===== src/mem_defines.svh =====
`ifndef MEM_DEFINES_SVH
`define MEM_DEFINES_SVH

// cause codes
`define MEM_EXC_INT         5'd0
`define MEM_EXC_MOD         5'd1
`define MEM_EXC_TLBL        5'd2
`define MEM_EXC_TLBS        5'd3
`define MEM_EXC_ADEL        5'd4
`define MEM_EXC_ADES        5'd5

// memory operation codes, LL rides on LW and SC on SW
`define MEM_OP_SB           4'd0
`define MEM_OP_SH           4'd1
`define MEM_OP_SW           4'd2
`define MEM_OP_SWL          4'd3
`define MEM_OP_SWR          4'd4
`define MEM_OP_LBU          4'd5
`define MEM_OP_LB           4'd6
`define MEM_OP_LHU          4'd7
`define MEM_OP_LH           4'd8
`define MEM_OP_LWL          4'd9
`define MEM_OP_LWR          4'd10
`define MEM_OP_LW           4'd11

`define MEM_KSEG0_PREFIX    3'b100    // unmapped, cacheability from config_k0
`define MEM_KSEG1_PREFIX    3'b101    // unmapped, always uncached
`define MEM_ATTR_CACHED     3'd3

`endif


===== src/mem_pkg.sv =====
package mem_pkg;

    typedef logic [31:0] vaddr_t;
    typedef logic [31:0] paddr_t;
    typedef logic [31:0] word_t;
    typedef logic [19:0] pfn_t;
    typedef logic [3:0]  strb_t;
    typedef logic [4:0]  exc_code_t;
    typedef logic [3:0]  mem_op_t;
    typedef logic [4:0]  rstrb_t;

    // one load or store as it leaves EX
    typedef struct packed {
        vaddr_t    vaddr;
        mem_op_t   op;
        word_t     wdata;        // rt register
        logic      is_load;
        logic      is_store;
        logic      is_ll;
        logic      is_sc;
        logic      prior_exc;    // raised further up the pipe
        exc_code_t prior_code;
    } mem_req_t;

    typedef struct packed {
        logic       found;
        logic       v;
        logic       d;
        logic [2:0] c;           // cache attribute
        pfn_t       pfn;
    } tlb_result_t;

    typedef struct packed {
        exc_code_t code;
        vaddr_t    badvaddr;
        logic      tlb_refill;
    } exc_info_t;

    typedef enum logic [1:0] {IDLE, DECIDE, BUS, RESP} stage_state_t;

endpackage


===== src/mem_access_stage.sv =====
`timescale 1ns/100ps

module mem_access_stage (
    input  logic                 clk,
    input  logic                 rst_n,
    input  logic                 req_valid,
    input  mem_pkg::mem_req_t    req,
    input  mem_pkg::tlb_result_t tlb,
    input  logic [2:0]           config_k0,
    input  logic                 interrupt,
    output logic                 busy,
    output logic                 exc_valid,
    output mem_pkg::exc_info_t   exc,
    output logic                 done,
    output mem_pkg::word_t       rdata,
    output mem_pkg::rstrb_t      rstrb,
    output logic                 sc_result,
    output logic                 cyc,
    output logic                 stb,
    output logic                 we,
    output mem_pkg::strb_t       sel,
    output mem_pkg::paddr_t      adr,
    output mem_pkg::word_t       dat_o,
    output logic                 tga_cached,
    input  mem_pkg::word_t       dat_i,
    input  logic                 ack
);

    mem_pkg::stage_state_t state;
    mem_pkg::mem_req_t     req_q;
    mem_pkg::tlb_result_t  tlb_q;

    logic            mapped;
    logic            cached;
    mem_pkg::paddr_t paddr;
    logic            exc_valid_comb;
    logic            sc_ok;
    logic            ll_set;
    logic            link_clear;
    logic            in_decide;
    logic            sc_fail;
    mem_pkg::strb_t  wstrb;
    mem_pkg::word_t  wdata;

    assign busy      = (state != mem_pkg::IDLE);
    assign in_decide = (state == mem_pkg::DECIDE);

    // request and tlb captured on acceptance
    always_ff @(posedge clk) begin
        if (req_valid && !busy) begin
            req_q <= req;
            tlb_q <= tlb;
        end
    end

    mem_addr_xlate u_xlate (
        .vaddr     (req_q.vaddr),
        .tlb       (tlb_q),
        .config_k0 (config_k0),
        .mapped    (mapped),
        .paddr     (paddr),
        .cached    (cached)
    );

    mem_exc_detect u_exc (
        .req            (req_q),
        .tlb            (tlb_q),
        .mapped         (mapped),
        .interrupt      (interrupt),
        .exc_valid_comb (exc_valid_comb),
        .exc            (exc)
    );

    assign ll_set     = in_decide && !exc_valid_comb && req_q.is_ll;
    assign link_clear = in_decide && exc_valid_comb;

    mem_llsc_monitor u_llsc (
        .clk    (clk),
        .rst_n  (rst_n),
        .ll_set (ll_set),
        .clear  (link_clear),
        .vaddr  (req_q.vaddr),
        .is_sc  (req_q.is_sc),
        .sc_ok  (sc_ok)
    );

    mem_byte_align u_align (
        .op      (req_q.op),
        .addr_lo (paddr[1:0]),
        .rt      (req_q.wdata),
        .wstrb   (wstrb),
        .wdata   (wdata),
        .rstrb   (rstrb)
    );

    // failed SC retires in DECIDE without touching the bus
    assign sc_fail = req_q.is_sc && !sc_ok;

    always_ff @(posedge clk) begin
        if (!rst_n) begin
            state <= mem_pkg::IDLE;
        end else begin
            case (state)
                mem_pkg::IDLE: begin
                    if (req_valid) begin
                        state <= mem_pkg::DECIDE;
                    end
                end
                mem_pkg::DECIDE: begin
                    if (exc_valid_comb || sc_fail) begin
                        state <= mem_pkg::IDLE;
                    end else begin
                        state <= mem_pkg::BUS;
                    end
                end
                mem_pkg::BUS: begin
                    if (ack) begin
                        state <= mem_pkg::RESP;
                    end
                end
                default: state <= mem_pkg::IDLE;    // RESP lasts one cycle
            endcase
        end
    end

    // bus payload latched once so config_k0 changes cannot move it mid-cycle
    always_ff @(posedge clk) begin
        if (in_decide) begin
            adr        <= paddr;
            we         <= req_q.is_store;
            sel        <= req_q.is_store ? wstrb : 4'b1111;
            dat_o      <= wdata;
            tga_cached <= cached;
        end
    end

    always_ff @(posedge clk) begin
        if (state == mem_pkg::BUS && ack) begin
            rdata <= dat_i;
        end
    end

    assign cyc = (state == mem_pkg::BUS);
    assign stb = cyc;

    assign exc_valid = in_decide && exc_valid_comb;
    assign done      = (state == mem_pkg::RESP) || (in_decide && !exc_valid_comb && sc_fail);
    assign sc_result = (state == mem_pkg::RESP) && req_q.is_sc;    // only a linked SC gets here

endmodule


===== src/mem_addr_xlate.sv =====
`timescale 1ns/100ps
`include "mem_defines.svh"

module mem_addr_xlate (
    input  mem_pkg::vaddr_t      vaddr,
    input  mem_pkg::tlb_result_t tlb,
    input  logic [2:0]           config_k0,
    output logic                 mapped,
    output mem_pkg::paddr_t      paddr,
    output logic                 cached
);

    logic kseg0;
    logic kseg1;
    logic kseg0_cached;
    logic tlb_cached;

    assign kseg0 = (vaddr[31:29] == `MEM_KSEG0_PREFIX);
    assign kseg1 = (vaddr[31:29] == `MEM_KSEG1_PREFIX);

    // useg and kseg2/3 go through the TLB
    assign mapped = !(kseg0 || kseg1);

    always_comb begin
        if (mapped) begin
            paddr = {tlb.pfn, vaddr[11:0]};
        end else begin
            paddr = {3'b000, vaddr[28:0]};    // strip segment bits
        end
    end

    assign kseg0_cached = kseg0 && (config_k0 == `MEM_ATTR_CACHED);
    assign tlb_cached   = mapped && (tlb.c == `MEM_ATTR_CACHED);

    // kseg1 falls through both terms
    assign cached = kseg0_cached || tlb_cached;

endmodule


===== src/mem_byte_align.sv =====
`timescale 1ns/100ps
`include "mem_defines.svh"

module mem_byte_align (
    input  mem_pkg::mem_op_t op,
    input  logic [1:0]       addr_lo,
    input  mem_pkg::word_t   rt,
    output mem_pkg::strb_t   wstrb,
    output mem_pkg::word_t   wdata,
    output mem_pkg::rstrb_t  rstrb
);

    // store lanes and data
    always_comb begin
        wstrb = 4'b1111;    // SW, SC
        wdata = rt;
        case (op)
            `MEM_OP_SB: begin
                wstrb = 4'b0001 << addr_lo;
                wdata = {4{rt[7:0]}};
            end
            `MEM_OP_SH: begin
                wstrb = addr_lo[1] ? 4'b1100 : 4'b0011;
                wdata = {2{rt[15:0]}};
            end
            `MEM_OP_SWL: begin
                // high bytes of rt land from the offset downward
                case (addr_lo)
                    2'b00:   wstrb = 4'b0001;
                    2'b01:   wstrb = 4'b0011;
                    2'b10:   wstrb = 4'b0111;
                    default: wstrb = 4'b1111;
                endcase
                wdata = rt >> (5'd8 * (5'd3 - {3'b000, addr_lo}));
            end
            `MEM_OP_SWR: begin
                case (addr_lo)
                    2'b00:   wstrb = 4'b1111;
                    2'b01:   wstrb = 4'b1110;
                    2'b10:   wstrb = 4'b1100;
                    default: wstrb = 4'b1000;
                endcase
                wdata = rt << (5'd8 * {3'b000, addr_lo});
            end
            default: ;
        endcase
    end

    // load extract: [4] word merge, [3] sign, [2] half, [1:0] lane
    always_comb begin
        rstrb = 5'b11111;    // LW, LL
        case (op)
            `MEM_OP_LBU: rstrb = {3'b000, addr_lo};
            `MEM_OP_LB:  rstrb = {3'b010, addr_lo};
            `MEM_OP_LHU: rstrb = {3'b001, addr_lo[1], 1'b0};
            `MEM_OP_LH:  rstrb = {3'b011, addr_lo[1], 1'b0};
            `MEM_OP_LWL: begin
                case (addr_lo)
                    2'b00:   rstrb = 5'b11000;
                    2'b01:   rstrb = 5'b11100;
                    2'b10:   rstrb = 5'b11110;
                    default: rstrb = 5'b11111;
                endcase
            end
            `MEM_OP_LWR: begin
                case (addr_lo)
                    2'b00:   rstrb = 5'b11111;
                    2'b01:   rstrb = 5'b10111;
                    2'b10:   rstrb = 5'b10011;
                    default: rstrb = 5'b10001;
                endcase
            end
            default: ;
        endcase
    end

endmodule


===== src/mem_exc_detect.sv =====
`timescale 1ns/100ps
`include "mem_defines.svh"

module mem_exc_detect (
    input  mem_pkg::mem_req_t    req,
    input  mem_pkg::tlb_result_t tlb,
    input  logic                 mapped,
    input  logic                 interrupt,
    output logic                 exc_valid_comb,
    output mem_pkg::exc_info_t   exc
);

    logic half_op;
    logic word_op;
    logic ades;
    logic adel;
    logic tlb_refill;
    logic tlb_invalid;
    logic tlb_mod;
    logic tlb_exc;
    logic odd_addr;
    logic unaligned_word;

    assign odd_addr       = req.vaddr[0];
    assign unaligned_word = (req.vaddr[1:0] != 2'b00);

    assign half_op = (req.op == `MEM_OP_SH) || (req.op == `MEM_OP_LH) || (req.op == `MEM_OP_LHU);
    assign word_op = (req.op == `MEM_OP_SW) || (req.op == `MEM_OP_LW);  // SC and LL included

    assign ades = req.is_store && ((half_op && odd_addr) || (word_op && unaligned_word));
    assign adel = req.is_load && ((half_op && odd_addr) || (word_op && unaligned_word));

    // only mapped accesses consult the TLB
    assign tlb_refill  = mapped && !tlb.found;
    assign tlb_invalid = mapped && tlb.found && !tlb.v;
    assign tlb_mod     = mapped && req.is_store && tlb.found && tlb.v && !tlb.d;
    assign tlb_exc     = tlb_refill || tlb_invalid || tlb_mod;

    assign exc_valid_comb = interrupt || req.prior_exc || ades || adel || tlb_exc;

    always_comb begin
        exc.code       = `MEM_EXC_INT;
        exc.badvaddr   = req.vaddr;
        exc.tlb_refill = 1'b0;
        if (interrupt) begin
            exc.badvaddr = '0;    // no address for an interrupt
        end else if (req.prior_exc) begin
            exc.code = req.prior_code;
        end else if (ades) begin
            exc.code = `MEM_EXC_ADES;
        end else if (adel) begin
            exc.code = `MEM_EXC_ADEL;
        end else if (tlb_mod) begin
            exc.code = `MEM_EXC_MOD;
        end else if (tlb_exc) begin
            // refill and invalid share the code, refill picks the vector
            exc.code       = req.is_store ? `MEM_EXC_TLBS : `MEM_EXC_TLBL;
            exc.tlb_refill = tlb_refill;
        end
    end

endmodule


===== src/mem_llsc_monitor.sv =====
`timescale 1ns/100ps

module mem_llsc_monitor (
    input  logic            clk,
    input  logic            rst_n,
    input  logic            ll_set,
    input  logic            clear,
    input  mem_pkg::vaddr_t vaddr,
    input  logic            is_sc,
    output logic            sc_ok
);

    logic            link_bit;
    mem_pkg::vaddr_t link_addr;

    // any exception breaks the link
    always_ff @(posedge clk) begin
        if (!rst_n || clear) begin
            link_bit <= 1'b0;
        end else if (ll_set) begin
            link_bit <= 1'b1;
        end
    end

    always_ff @(posedge clk) begin
        if (ll_set) begin
            link_addr <= vaddr;
        end
    end

    assign sc_ok = is_sc && link_bit && (link_addr == vaddr);

endmodule


===== config.mk =====
export PLATFORM = sky130hd
export DESIGN_NAME = mem_access_stage
export DESIGN_NICKNAME = d
export VERILOG_FILES = /design/src/mem_pkg.sv /design/src/mem_access_stage.sv /design/src/mem_addr_xlate.sv /design/src/mem_byte_align.sv /design/src/mem_exc_detect.sv /design/src/mem_llsc_monitor.sv
export VERILOG_INCLUDE_DIRS = /design/src
export SDC_FILE = /design/constraint.sdc
export NUM_CORES = 1
export LEC_CHECK = 0
export BUFFER_PORTS_ARGS = -buffer_cell sky130_fd_sc_hd__buf_2
export CAP_MARGIN = 10
export CELL_PAD_IN_SITES_DETAIL_PLACEMENT = 0
export CELL_PAD_IN_SITES_GLOBAL_PLACEMENT = 1
export CORE_AREA = 2 2 151 153
export CTS_BUF_LIST = sky130_fd_sc_hd__clkbuf_8
export CTS_CLUSTER_DIAMETER = 120
export DETAILED_ROUTE_END_ITERATION = 6
export DIE_AREA = 0 0 153 155
export PLACE_DENSITY_LB_ADDON = 0.1
export SLEW_MARGIN = 20
export SYNTH_ARGS = -nofsm -noshare
export SYNTH_HDL_FRONTEND = slang
export SYNTH_SLANG_ARGS = --single-unit

===== constraint.sdc =====
create_clock -name clk -period 10.7 [get_ports clk]
set_input_delay 1.605 -clock clk [delete_from_list [all_inputs] [get_ports clk]]
set_output_delay 1.605 -clock clk [all_outputs]
set_load 0.05 [all_outputs]

# --- After elaboration in Yosys (flattened, before gate mapping) ---
# Cells that the tools add are included.
totals:
  ff_bits: 241
  input_bits: 144
  out_inout_bits: 151
  word_cells: 130
classes:
  n_addsub: 1
  n_eq_ne: 23
  n_shift: 3
  n_mux: 27
  n_reduce_logical: 52
op_table:
  columns: ["operator", "count"]
  rows:
  - ["32-bit one-hot mux with 4 select lines", 1]
  - ["32-bit == test", 1]
  - ["32-bit 2-to-1 mux", 1]
  - ["32-bit by 5-bit left shift with 32-bit output", 1]
  - ["32-bit by 5-bit >> shifter with 32-bit output", 1]
  - ["5-bit 2-to-1 mux", 6]
  - ["5-bit one-hot mux with 6 select lines", 1]
  - ["29-bit 2-to-1 mux", 1]
  - ["4-bit one-hot mux with 3 select lines", 2]
  - ["1-bit logical AND", 23]
  - ["3-bit one-hot mux with 3 select lines", 2]
  - ["4-bit by 3-bit == test with 1-bit output (second input constant)", 4]
  - ["4-bit == test (second input constant)", 4]
  - ["4-bit one-hot mux with 4 select lines", 1]
  - ["1-bit logical OR", 15]
  - ["4-bit by 2-bit == test with 1-bit output (second input constant)", 2]
  - ["1-bit logical NOT", 8]
  - ["1-bit 2-to-1 mux", 7]
  - ["2-bit == test (second input constant)", 3]
  - ["3-bit by 2-bit == test with 1-bit output (second input constant)", 2]
  - ["3-bit == test (second input constant)", 2]
  - ["2-bit 2-to-1 mux", 3]
  - ["2-bit one-hot mux with 3 select lines", 1]
  - ["2-bit by 1-bit == test with 1-bit output (second input constant)", 2]
  - ["other kinds (10)", 12]

# --- Longest topological paths before layout ---
logic_depth:
  ltp_word: 14
  depth_mapped: 7
  mapped_depth_nobuf: 5

# --- By module ---
# A second synthesis with hierarchy kept.
hier_totals:
  hier_cells: 620
  area_unflattened_um2: 10113.4
by_module_without_submodules:
  columns: ["mod", "instances", "cells_each", "area_per_inst_um2"]
  rows:
  - ["mem_access_stage", 1, 229, 6378.6]
  - ["mem_byte_align", 1, 214, 1564.0]
  - ["mem_llsc_monitor", 1, 79, 1350.0]
  - ["mem_addr_xlate", 1, 38, 421.7]
  - ["mem_exc_detect", 1, 60, 399.1]

# --- Least setup slack after synthesis ---
# OpenSTA, ideal clock, no wires.
synth_path:
  path_type: "input -> register"
  start: "input req_valid"
  end: "register req_q[0] in the netlist's numbering (enable)"
  setup_ps: 568
  arrival_time_ps: 5945
  required_ps: 10132
  slack_ps: 4187
  stages: 2
  n_path_buf: 0
  cell_sequence: "inv_1 > nor2_1"
synth_via:
  elab_chain_len: 1
synth_lines:
  columns: ["item", "line_no", "rtl"]
  rows:
  - ["start, declared", "mem_access_stage.sv:6", "input logic req_valid,"]
  - ["1-bit logical AND", "mem_access_stage.sv:50", "if (req_valid && !busy) begin"]
  - ["end signal, assigned", "mem_access_stage.sv:51", "req_q <= req;"]
  - ["end, declared", "mem_access_stage.sv:30", "mem_pkg::mem_req_t req_q;"]
# No other way between the ends.
# A chain may end at the register's enable or synchronous reset.

# --- Worst setup path in the final report ---
layout_path:
  start: "register req_q[42] in the netlist's numbering"
  end: "output exc_valid"
layout_via:
  elab_chain_len: 10
  elab_cells_between_ends: 17
  cone_classes: "eq/ne: 5; reduce/logical: 12"
layout_lines:
  columns: ["item", "line_no", "rtl"]
  rows:
  - ["4-bit by 1-bit == test with 1-bit output or 4-bit == test (tied branches)", null, null]
  - ["1-bit logical OR (2 in series)", "mem_exc_detect.sv:27", "assign half_op = (req.op == `MEM_OP_SH) || (req.op == `MEM_OP_LH) || (req.op == `MEM_OP_LHU);"]
  - ["1-bit logical AND", "mem_exc_detect.sv:30, mem_exc_detect.sv:31", null]
  - ["1-bit logical OR *", "mem_exc_detect.sv:30, mem_exc_detect.sv:31", null]
  - ["1-bit logical AND", "mem_exc_detect.sv:30", "assign ades = req.is_store && ((half_op && odd_addr) || (word_op && unaligned_word));"]
  - ["1-bit logical OR", "mem_exc_detect.sv:39", "assign exc_valid_comb = interrupt || req.prior_exc || ades || adel || tlb_exc;"]
  - ["1-bit logical OR * (2 in series)", "mem_exc_detect.sv:39", null]
  - ["1-bit logical AND *", "mem_access_stage.sv:146", "assign exc_valid = in_decide && exc_valid_comb;"]
  - ["end, declared", "mem_access_stage.sv:12", "output logic exc_valid,"]
# Mark *: on every way between the ends. The rest lies on a longest branch, timed or not.

==> flow_summary.yaml <==
sta:
  drv_slew: 0
  hold_viol: 0
  period_needed_ns: 4.792
  rsz0062_at_grt: "false"
  period_share_pct: 44.78
  setup_tns_ns: 0
  final-setup-viol-count: 0
  tightest_slew_ns: 1.137
  fin_ws_ns: 5.908
  finalClockSkew_ns: 0.01623
  slew_headroom_pct: 24.19
  fmax_mhz: 208.7
floorplanning:
  io_pins: 295
  initial_core_util_pct: 44.73
  rows: 55
  dieArea_um2: 23720
  die_y_um: 155
  fp.coreArea_um2: 22230
  die_w_um: 153
layout:
  fillers: 1937
  drive_above_1_share_pct: 35.72
  final_util_pct: 55.91
  finish.instance_area_um2: 12430
  nets: 1134
  syn2layout_area_growth_pct: 24.99
setup_path:
  path_cells: "nand2_1 > nor4_1 > o32ai_2 > and2_4 > nor3_1 > buf_2"
  critPathMaxFanout: 30
  path_depth: 6
  arrival_ns: 3.19
  cp_top_family: "flip-flops"
  critPathCaptureType: "primary output"
  setup.worst_path.start_class: "register"
  crit_type: "register to primary output"
  crit_path_top_delay_cell: "edfxtp_1"
  critical_path_required_ns: 9.10
  reg2reg_depth: 6
  critPathBufInv: 1
  critPathMaxStageDelay_ns: 1.10
global_route:
  grt_pass1_wl_mm: 37.15
  grt.total_usage_pct: 20.01
  grt_pass1_vias: 6602
  antenna_found_initial: 6
  overflow: 0
  grt_max_degree: 73
yosys:
  synth_edf_count: 238
  synth-compound-area-share_pct: 8.960
  ys_warn_count: 0
  synth.area.top_cells: "edfxtp_1, nand2_1, xor2_1"
  synth.area.mux_share_pct: 3.008
  syn-num-nets: 824
  synth_top_area_share_pct: 71.89
  synthDistinctLibCells: 63
  avgSynthCellArea_um2: 14.62
  yosysTopAreaCell: "edfxtp_1"
  synth_top_family_by_area: "simple AND/OR/NAND/NOR gates"
  ys.flop_type: "edfxtp_1"
  synth_xor_xnor_area_share_pct: 3.134
  synth_seq_cells: 241
  synthSimpleGateAreaFrac_pct: 10.29
  synth_fa_ha_area_share_pct: 0.1007
  syn_inst: 680
  synthesis.area_um2: 9942
  ys_seq_area_share_pct: 72.49
  async_reset_ff_share_pct: 0
status:
  outcome: "complete, no violations"
placed_design:
  gp_congestion: 0.7933
  dp_hpwl_mm: 16.21
  pre_cts_ws_ns: 6.107
  io_buffers: 294
  dpl-instance-area_um2: 11700
routing:
  drt_iter0_markers: 393
  wirelength_mm: 24.53
  viasPerCell: 5.156
  drt_first_pass_iters: 5
  num_vias: 6744
  avgRoutedWirePerCell_um: 18.76
  antenna_left: 0
  drc: 0
clock_network:
  cts_made_buffers: 42
  ctsLongestPathBuffers: 3
  insertion_delay_ns: 0.53
  cts_resized: 0
  cts.sinks: 241
  cts_htree_levels: 2
  cts_tree: "done"
  cts_hold_buf: 0
  post-cts-setup-buffers: 0
  cts_root_buffer: "clkbuf_8"
  cts.clk_slew.worst_paths_ns: 0.06
min_path:
  min_path_cells: 2
  min_path_type: "register to register"
run:
  cap_viol_max_count: 0
power_and_ir_drop:
  p_leak_nw: 5.004
  vdd_ir_drop_max_uv: 105.1
  p_per_area_nw_per_um2: 167.9
## report_power, final
| group | total (mW) | internal (mW) | switching, mW |
|---|---|---|---|
| Clock | 0.723 | 0.372 | 0.352 |
| Combinational | 0.242 | 0.0748 | 0.167 |
| Sequential | 1.12 | 1.09 | 0.0311 |
| Total | 2.09 | 1.54 | 0.550 |
## cells by family after synthesis
kind of cell               Yosys count
muxes                               28
adders and majority gates            1
DFF                                241
buffers and inverters               48
and+or+nand+nor                    203
AOI/OAI and AO/OA                  125
xor gates and xnor gates            34
## cells in the mapped netlist, types with 7 or more instances
master	number
edfxtp_1	238
nand2_1	83
nor2b_1	37
xor2_1	32
clkbuf_1	24
mux2i_1	22
nor2_1	22
o21ai_1	20
a21oi_1	19
nand2b_1	12
a31oi_1	10
buf_2	10
and2_1	9
inv_1	9
nor3_1	8
nor4_1	8
o21ai_0	8
a22o_1	7
## through the flow
| step | hold slack [ns] | cells | power, mW |
|---|---|---|---|
| 2_1_floorplan | 0.4393 | 680 | 1.304 |
| 3_3_place_gp | 0.4927 | 1231 | 1.380 |
| 3_5_place_dp | 0.4992 | 1231 | 1.383 |
| 4_1_cts | 0.5161 | 1304 | 2.113 |
| 5_1_grt | 0.5341 | 1306 | 2.173 |
| 6_report | 0.5147 | 1308 | 2.086 |
## state kept, by name (all words and copies together) (netlist names), 2 cells and up
register	flops
tlb_q	26
sel	4
dat_o	32
u_llsc.link_addr	32
adr	32
state	2
req_q	78
rdata	32
## worst min-delay path: cells and delay by family, from the launching register on
family,cells,cell delay [ns]
DFF,1,0.32
and+or+nand+nor,2,0.09
## metal layers
layer / vias up / routed length [µm] / share of wire [%] / global-route usage [%]
li1: 3215 / - / - / -
met1: 3156 / 9930 / 40 / 25.43
met2: 305 / 11770 / 48 / 32.86
met3: 62 / 2141 / 8.7 / 6.045
met4: 6 / 649 / 2.6 / 7.099
met5: - / 44 / 0.18 / 0
## cell type report
type                            count  area (µm²)  share of cell area (%)
Multi-Input combinational cell    391        2552                   20.54
Sequential cell                   241        7207                   57.99
Inverter                           10       37.54                  0.3021
Tap cell                          285       356.6                   2.870
Antenna cell                        4       10.01                 0.08055
Clock inverter                     30       125.1                   1.007
Timing Repair Buffer              304        1546                   12.44
Clock buffer                       43       591.8                   4.762
## path summary, 6_finish.rpt
path	slack, ns	endpoint	startpoint
min reg2reg	0.51	adr[19]	tlb_q[7]
min	0.51	adr[19]	tlb_q[7]
max	5.91	exc_valid	req_q[42]
max reg2reg	7.57	u_llsc.link_addr[20]	req_q[42]
## cells in the final DEF (no fill, tap or decap), types with 12 or more instances in the layout
| master | n |
|---|---|
| edfxtp_1 | 238 |
| nor2b_1 | 36 |
| o21ai_1 | 20 |
| nand2b_1 | 12 |
| nand2_1 | 83 |
| mux2i_1 | 22 |
| inv_1 | 28 |
| clkbuf_8 | 43 |
| a21oi_1 | 19 |
| nor2_1 | 20 |
| xor2_1 | 32 |
| buf_2 | 294 |
No activity file was read; power rests on OpenSTA's default activity.
